$ cat src/hw/rp_cfg.svh
`ifndef RP_CFG_SVH
`define RP_CFG_SVH

//////////////////////////////////////////////////////////////////////
// Board channel counts
//////////////////////////////////////////////////////////////////////

// ADC inputs, also the number of generator channels
`define RP_ADC_CHN 2
// Slow analog outputs
`define RP_PDM_CHN 4

//////////////////////////////////////////////////////////////////////
// Datapath widths
//////////////////////////////////////////////////////////////////////

// Raw word from the ADC pins
`define RP_ADC_W   16
// Signed sample and DAC code
`define RP_SMP_W   14
// PDM density and its full-scale range
`define RP_PDM_W   8
`define RP_PDM_RNG 255

`endif

$ cat src/hw/rp_pkg.sv
`include "rp_cfg.svh"

package rp_pkg;

  //////////////////////////////////////////////////////////////////////
  // Analog datapath types
  //////////////////////////////////////////////////////////////////////

  // Raw ADC word, two LSBs unused on the 14-bit converter
  typedef logic [`RP_ADC_W-1:0] adc_raw_t;

  // Two's complement sample, shared by ADC and generator
  typedef logic signed [`RP_SMP_W-1:0] sample_t;

  // Offset binary DAC code with negative slope
  typedef logic [`RP_SMP_W-1:0] dac_code_t;

  // Pulse density setting
  typedef logic [`RP_PDM_W-1:0] pdm_dens_t;

  // Channel currently driven onto the shared DAC bus
  typedef enum logic {
    PH_CH0 = 1'b0,
    PH_CH1 = 1'b1
  } dac_phase_e;

endpackage

$ cat src/hw/rp_adc_capture.sv
`timescale 1ns/1ps
`include "rp_cfg.svh"

module rp_adc_capture
  import rp_pkg::*;
(
  input  logic                          adc_clk,
  input  logic                          rst_i,
  // Raw converter words without a strobe
  input  adc_raw_t [`RP_ADC_CHN-1:0]    adc_dat_i,
  // Digital loopback select per channel
  input  logic     [`RP_ADC_CHN-1:0]    mux_loop_i,
  // Held generator samples
  input  sample_t  [`RP_ADC_CHN-1:0]    loop_smp_i,
  output sample_t  [`RP_ADC_CHN-1:0]    adc_smp_o
);

  //////////////////////////////////////////////////////////////////////
  // Input register and conversion
  //////////////////////////////////////////////////////////////////////

  // Converted samples one cycle behind the pins
  sample_t [`RP_ADC_CHN-1:0] adc_smp_q;

  for (genvar i = 0; i < `RP_ADC_CHN; i++) begin : gen_ch

    // Sign bit passes straight through
    // Magnitude bits come inverted from the converter
    // Bottom two bits are padding on the 16-bit bus
    always_ff @(posedge adc_clk, posedge rst_i) begin
      if (rst_i) begin
        adc_smp_q[i] <= '0;
      end else begin
        adc_smp_q[i] <= {adc_dat_i[i][`RP_ADC_W-1], ~adc_dat_i[i][`RP_ADC_W-2:2]};
      end
    end

    //////////////////////////////////////////////////////////////////////
    // Loopback multiplexer
    //////////////////////////////////////////////////////////////////////

    // Generator sample bypasses the register without added delay
    always_comb begin
      if (mux_loop_i[i]) begin
        adc_smp_o[i] = loop_smp_i[i];
      end else begin
        adc_smp_o[i] = adc_smp_q[i];
      end
    end

    // ADC sign reaches the output one cycle after the pins
    a_sign_latency : assert property (
      @(posedge adc_clk) disable iff (rst_i)
      !$past(rst_i) && !mux_loop_i[i] |->
        adc_smp_o[i][`RP_SMP_W-1] == $past(adc_dat_i[i][`RP_ADC_W-1])
    );

  end

endmodule

$ cat src/hw/rp_analog_top.sv
`timescale 1ns/1ps
`include "rp_cfg.svh"

module rp_analog_top
  import rp_pkg::*;
(
  input  logic                           adc_clk,
  input  logic                           top_rst,
  // ADC
  input  adc_raw_t  [`RP_ADC_CHN-1:0]    adc_dat_i,
  input  logic      [`RP_ADC_CHN-1:0]    mux_loop_i,
  output sample_t   [`RP_ADC_CHN-1:0]    adc_smp_o,
  // Generator
  input  sample_t   [`RP_ADC_CHN-1:0]    gen_dat_i,
  input  logic      [`RP_ADC_CHN-1:0]    gen_vld_i,
  // DAC
  output dac_code_t                      dac_dat_o,
  output logic                           dac_sel_o,
  output logic                           dac_rst_o,
  // PDM
  input  pdm_dens_t [`RP_PDM_CHN-1:0]    pdm_dens_i,
  output logic      [`RP_PDM_CHN-1:0]    pdm_o
);

  // Synchronized reset, active high
  logic                            rst;
  // Held generator samples for loopback
  sample_t [`RP_ADC_CHN-1:0]       loop_smp;

  //////////////////////////////////////////////////////////////////////
  // Reset
  //////////////////////////////////////////////////////////////////////

  rp_rst_sync u_rst_sync (
    .adc_clk (adc_clk),
    .top_rst (top_rst),
    .rst_o   (rst)
  );

  // DAC chip reset follows the internal one
  assign dac_rst_o = rst;

  //////////////////////////////////////////////////////////////////////
  // DAC path
  //////////////////////////////////////////////////////////////////////

  rp_dac_format u_dac_format (
    .adc_clk    (adc_clk),
    .rst_i      (rst),
    .gen_dat_i  (gen_dat_i),
    .gen_vld_i  (gen_vld_i),
    .loop_smp_o (loop_smp),
    .dac_dat_o  (dac_dat_o),
    .dac_sel_o  (dac_sel_o)
  );

  //////////////////////////////////////////////////////////////////////
  // ADC path
  //////////////////////////////////////////////////////////////////////

  rp_adc_capture u_adc_capture (
    .adc_clk    (adc_clk),
    .rst_i      (rst),
    .adc_dat_i  (adc_dat_i),
    .mux_loop_i (mux_loop_i),
    .loop_smp_i (loop_smp),
    .adc_smp_o  (adc_smp_o)
  );

  //////////////////////////////////////////////////////////////////////
  // Slow analog outputs
  //////////////////////////////////////////////////////////////////////

  rp_pdm_bank u_pdm_bank (
    .adc_clk    (adc_clk),
    .rst_i      (rst),
    .pdm_dens_i (pdm_dens_i),
    .pdm_o      (pdm_o)
  );

endmodule

$ cat src/hw/rp_dac_format.sv
`timescale 1ns/1ps
`include "rp_cfg.svh"

module rp_dac_format
  import rp_pkg::*;
(
  input  logic                         adc_clk,
  input  logic                         rst_i,
  // Generator samples with per channel strobe
  input  sample_t [`RP_ADC_CHN-1:0]    gen_dat_i,
  input  logic    [`RP_ADC_CHN-1:0]    gen_vld_i,
  // Held samples toward the ADC loopback
  output sample_t [`RP_ADC_CHN-1:0]    loop_smp_o,
  // Shared DAC bus
  output dac_code_t                    dac_dat_o,
  output logic                         dac_sel_o
);

  //////////////////////////////////////////////////////////////////////
  // Generator sample hold
  //////////////////////////////////////////////////////////////////////

  sample_t   [`RP_ADC_CHN-1:0] gen_hold;
  dac_code_t [`RP_ADC_CHN-1:0] dac_code;

  for (genvar i = 0; i < `RP_ADC_CHN; i++) begin : gen_ch

    // Keep the last strobed sample
    always_ff @(posedge adc_clk, posedge rst_i) begin
      if (rst_i) begin
        gen_hold[i] <= '0;
      end else if (gen_vld_i[i]) begin
        gen_hold[i] <= gen_dat_i[i];
      end
    end

    // Offset code, negative slope
    // MSB kept, remaining bits inverted
    assign dac_code[i] = {gen_hold[i][`RP_SMP_W-1], ~gen_hold[i][`RP_SMP_W-2:0]};

  end

  // Loopback sees the same held value as the DAC
  assign loop_smp_o = gen_hold;

  //////////////////////////////////////////////////////////////////////
  // Two channel interleaver
  //////////////////////////////////////////////////////////////////////

  dac_phase_e phase;
  dac_phase_e phase_nxt;

  // Alternate every cycle
  always_comb begin
    if (phase == PH_CH0) begin
      phase_nxt = PH_CH1;
    end else begin
      phase_nxt = PH_CH0;
    end
  end

  always_ff @(posedge adc_clk, posedge rst_i) begin
    if (rst_i) begin
      phase <= PH_CH0;
    end else begin
      phase <= phase_nxt;
    end
  end

  // Output register, code and select move together
  // Select high marks channel 0 on the bus
  always_ff @(posedge adc_clk, posedge rst_i) begin
    if (rst_i) begin
      dac_dat_o <= '0;
      dac_sel_o <= 1'b0;
    end else begin
      case (phase)
        PH_CH0:  dac_dat_o <= dac_code[0];
        default: dac_dat_o <= dac_code[1];
      endcase
      dac_sel_o <= (phase == PH_CH0);
    end
  end

  // Select flips on each cycle once out of reset
  a_sel_toggles : assert property (
    @(posedge adc_clk) disable iff (rst_i)
    !$past(rst_i) |-> (dac_sel_o != $past(dac_sel_o))
  );

endmodule

$ cat src/hw/rp_pdm_bank.sv
`timescale 1ns/1ps
`include "rp_cfg.svh"

module rp_pdm_bank
  import rp_pkg::*;
(
  input  logic                           adc_clk,
  input  logic                           rst_i,
  // Density levels, one per output
  input  pdm_dens_t [`RP_PDM_CHN-1:0]    pdm_dens_i,
  output logic      [`RP_PDM_CHN-1:0]    pdm_o
);

  //////////////////////////////////////////////////////////////////////
  // First order density modulators
  //////////////////////////////////////////////////////////////////////

  // One extra bit holds the sum before wrap
  localparam int unsigned ACC_W = `RP_PDM_W + 1;
  localparam logic [ACC_W-1:0] PDM_RNG = ACC_W'(`RP_PDM_RNG);

  logic [`RP_PDM_CHN-1:0] [ACC_W-1:0] acc;
  logic [`RP_PDM_CHN-1:0] [ACC_W-1:0] acc_sum;

  for (genvar i = 0; i < `RP_PDM_CHN; i++) begin : gen_ch

    // Add density every cycle
    assign acc_sum[i] = acc[i] + ACC_W'(pdm_dens_i[i]);

    // Overflow past the range emits a pulse
    // Ones over RNG cycles equal the density
    always_ff @(posedge adc_clk, posedge rst_i) begin
      if (rst_i) begin
        acc[i]   <= '0;
        pdm_o[i] <= 1'b0;
      end else if (acc_sum[i] >= PDM_RNG) begin
        acc[i]   <= acc_sum[i] - PDM_RNG;
        pdm_o[i] <= 1'b1;
      end else begin
        acc[i]   <= acc_sum[i];
        pdm_o[i] <= 1'b0;
      end
    end

    // Residue never reaches full range
    a_acc_in_range : assert property (
      @(posedge adc_clk) disable iff (rst_i)
      acc[i] < PDM_RNG
    );

  end

endmodule

$ cat src/hw/rp_rst_sync.sv
`timescale 1ns/1ps

module rp_rst_sync (
  input  logic adc_clk,
  input  logic top_rst,
  output logic rst_o
);

  //////////////////////////////////////////////////////////////////////
  // Reset synchronizer
  //////////////////////////////////////////////////////////////////////

  // Two stage chain, set asynchronously
  logic [1:0] rst_sync;

  // Assert at once, release after two clean edges
  always_ff @(posedge adc_clk, posedge top_rst) begin
    if (top_rst) begin
      rst_sync <= 2'b11;
    end else begin
      // Shift zeros in from the first stage
      rst_sync <= {rst_sync[0], 1'b0};
    end
  end

  // Last stage feeds every downstream block
  assign rst_o = rst_sync[1];

endmodule

$ cat config.mk
export PLATFORM = sky130hd
export DESIGN_NAME = rp_analog_top
export DESIGN_NICKNAME = d
export VERILOG_FILES = /design/src/hw/rp_pkg.sv /design/src/hw/rp_adc_capture.sv /design/src/hw/rp_analog_top.sv /design/src/hw/rp_dac_format.sv /design/src/hw/rp_pdm_bank.sv /design/src/hw/rp_rst_sync.sv
export VERILOG_INCLUDE_DIRS = /design/src /design/src/hw
export SDC_FILE = /design/constraint.sdc
export NUM_CORES = 1
export LEC_CHECK = 0
export ABC_AREA = 1
export BUFFER_PORTS_ARGS = -buffer_cell sky130_fd_sc_hd__buf_2
export CAP_MARGIN = 5
export CORE_ASPECT_RATIO = 1.25
export CORE_MARGIN = 2
export CORE_UTILIZATION = 45
export DETAILED_ROUTE_END_ITERATION = 6
export GPL_TIMING_DRIVEN = 1
export PLACE_DENSITY_LB_ADDON = 0.2
export SLEW_MARGIN = 20
export SYNTH_ARGS = -nofsm -noshare
export SYNTH_HDL_FRONTEND = slang
export SYNTH_SLANG_ARGS = --single-unit
export TNS_END_PERCENT = 20
$ cat constraint.sdc
create_clock -name adc_clk -period 9.2 [get_ports adc_clk]
set_input_delay 0.92 -clock adc_clk [delete_from_list [all_inputs] [get_ports adc_clk]]
set_output_delay 0.92 -clock adc_clk [all_outputs]
set_load 0.005 [all_outputs]
==> impl_metrics.tcl <==
set metrics [dict create \
    status "complete, no violations" \
    post-route-util_pct 56.3 \
    slew_violations 0 \
    fillers 1408 \
    synth_edf_count 0 \
    multiInputGateArea_um2 3390 \
    clockBufferDepth 2 \
    drt_pass1_iterations 4 \
    yosysSeqAreaShare_pct 41.1 \
    synth-main-ff-cell "dfrtp_1" \
    io_buffers 141 \
    io_pins 146 \
    hold_viol_final 0 \
    rows 50 \
    drv_cap 0 \
    synth_cells 897 \
    grt_pass1_vias 5743 \
    ys_async_sr_fraction_pct 100 \
    p_leak_nw 4.69 \
    critical_path_required_ns 9.53 \
    cp-startpoint "pdm_dens_i[8]" \
    drive_gt1_share_pct 22.0 \
    setup_tns_ns 0 \
    worst_pin_slew_ns 0.868 \
    tritoncts "done" \
    insertion_delay_ns 0.40 \
    fin_cells 1240 \
    setup_viol 0 \
    yosysWarnings 0 \
    synth_area_per_cell_um2 7.68 \
    numCtsBuffers 17 \
    drt_first_iter_violations 206 \
    post_cts_resized 0 \
    via_per_inst 4.79 \
    via_count 5942 \
    placed_cells 1206 \
    power.density_nw_per_um2 339 \
    synth.distinct_cells 31 \
    htreeDepth 4 \
    die_h_um 142 \
    skew_ns 0.0103 \
    cp_max_fo 9 \
    ir_drop_uv 214 \
    clkTransAtPathRegs_ns 0.06 \
    grt_max_degree 69 \
    min_path_type "reg2async" \
    initial_core_util_pct 46.1 \
    drc_errors 0 \
    root_buffer "clkbuf_16" \
    regArea_um2 2830 \
    fmax_mhz 325 \
    slew_headroom_pct 42.1 \
    rsz0062_at_grt "no" \
    synth_area_um2 6890 \
    die_width_um 115 \
    synthToLayoutAreaGrowth_pct 22.1 \
    worst_slack_ns 6.12 \
    die-area_um2 16300 \
    synth_nets 1039 \
    ant_nets 0 \
    drt-wirelength-per-cell_um 13.0 \
    track_usage_pct 20.8 \
    coreArea_um2 15000 \
    gp_congestion 0.863 \
    nNetsFinal 1185 \
    yosys_register_bits 113 \
    dp_slack_ns 5.69 \
    routed_wl_mm 16.1 \
    overflow 0 \
    dpl.hpwl_mm 12.7 \
    arrival_ns 3.41 \
    startpoint_type "input port" \
    critPathKind "in2reg" \
    grt_pass1_wl_mm 26.4 \
    end_kind "flop" \
    grt_antenna_before_repair 2 \
    ctsHoldBuffers 0 \
    cts_setup_buffers 0 \
    final.period_utilization_pct 33.5 \
    clock_sinks 113 \
    layout_min_cycle_time_ns 3.08 \
    r2r_start "u_pdm_bank.acc[9]" \
]
==> placed cells by master, fill, tap and decap left out, types with 8 or more instances in the layout <==
cell type | netlist | routed
buf_2 | 0 | 141
a21oi_1 | 36 | 36
inv_1 | 157 | 156
nand3_1 | 80 | 80
o21ai_0 | 42 | 42
nor2_1 | 52 | 52
nand2_1 | 259 | 259
nand2_2 | 13 | 13
xnor2_1 | 8 | 8
clkbuf_16 | 0 | 17
xor2_1 | 8 | 8
dfrtp_1 | 111 | 111
ha_1 | 40 | 40
==> critical path: stages <==
cell     delay, ns
buf_2         0.10
ha_1          0.23
fa_1          0.55
ha_1          0.16
inv_1         0.05
nor2_1        0.10
nand3_1       0.11
nor2_1        0.17
nand2_1       0.09
nor3_1        0.19
ha_1          0.22
inv_1         0.04
nand3_1       0.10
inv_2         0.12
nand2_8       0.11
nand2_1       0.05
nand2_1       0.08
==> report_power, final <==
part	switching (W)	total (W)	internal (W)
logic	0.000939	0.00148	0.000545
clock network	0.000229	0.000703	0.000474
registers	0.0000414	0.000663	0.000622
==> synthesized netlist by cell type (5+ instances only) <==
cell	instances	area (um2)
nand3_2	7	70.1
nand3_1	80	400
nand4_1	6	37.5
ha_1	40	500
nor2_1	52	195
xor2_1	8	70.1
nor2_4	6	67.6
nand2_1	259	972
xnor2_1	8	70.1
nor2_2	5	31.3
nand2_4	7	78.8
o21ai_0	42	210
nand2_2	13	81.3
a21oi_1	36	180
dfrtp_1	111	2780
inv_1	157	589
inv_2	6	22.5
clkbuf_1	15	56.3
a21boi_1	7	52.6
==> cell families after synthesis <==
family | Yosys count | share of synthesized area [%]
other | 1 | 0.0544
AOI/OAI and AO/OA | 90 | 6.97
buffers and inverters | 178 | 9.70
DFF | 113 | 41.1
adders and majority gates | 44 | 8.43
xor gates and xnor gates | 16 | 2.03
and+or+nand+nor | 455 | 31.7
==> area by class of cell <==
class                      count  area share (%)
tap                          182            2.71
sequential                   113            33.6
antenna                        2          0.0595
timing repair buffer         142            8.48
clock inverter                 9            1.83
inverter                     163            7.30
clock buffer                  23            5.68
multi-input combinational    606            40.3
==> path summary, 6_finish.rpt <==
check	endpoint	slack (ns)	depth (start not counted)
max	u_pdm_bank.acc[14]	6.12	17
min	u_adc_capture.adc_smp_q[27]	0.34	1
max reg2reg	u_pdm_bank.acc[14]	6.39	16
min reg2reg	u_adc_capture.adc_smp_q[27]	0.34	1
max in group asynchronous	u_dac_format.loop_smp_o[24]	7.55	2
min in group adc_clk	u_rst_sync.rst_sync[1]	0.36	0
==> registers in the layout (all words and copies together) (netlist names) <==
| signal | cells |
|---|---|
| u_adc_capture.adc_smp_q | 28 |
| u_rst_sync.rst_sync | 2 |
| u_pdm_bank.pdm_o | 4 |
| u_dac_format.loop_smp_o | 28 |
| u_pdm_bank.acc | 36 |
| u_dac_format.dac_dat_o | 14 |
| u_dac_format.dac_sel_o | 1 |
==> metrics by stage <==
step	total power (W)	cell area, um2	hold WS [ns]
global placement	0.00212	7780	0.345
floorplan	0.00186	6890	0.345
finish	0.00285	8410	0.340
CTS	0.00288	8410	0.359
global route	0.00311	8410	0.365
detailed placement	0.00216	7780	0.351
==> per-layer routing <==
metal / GRT usage (%) / up-vias / routed length [um]
met5: 0 / - / 0
met3: 5.32 / 19 / 574
met1: 24.1 / 2735 / 6760
li1: - / 3092 / -
met4: 6.80 / 0 / 324
met2: 37.2 / 96 / 8460
No activity file was read; power rests on OpenSTA's default activity.
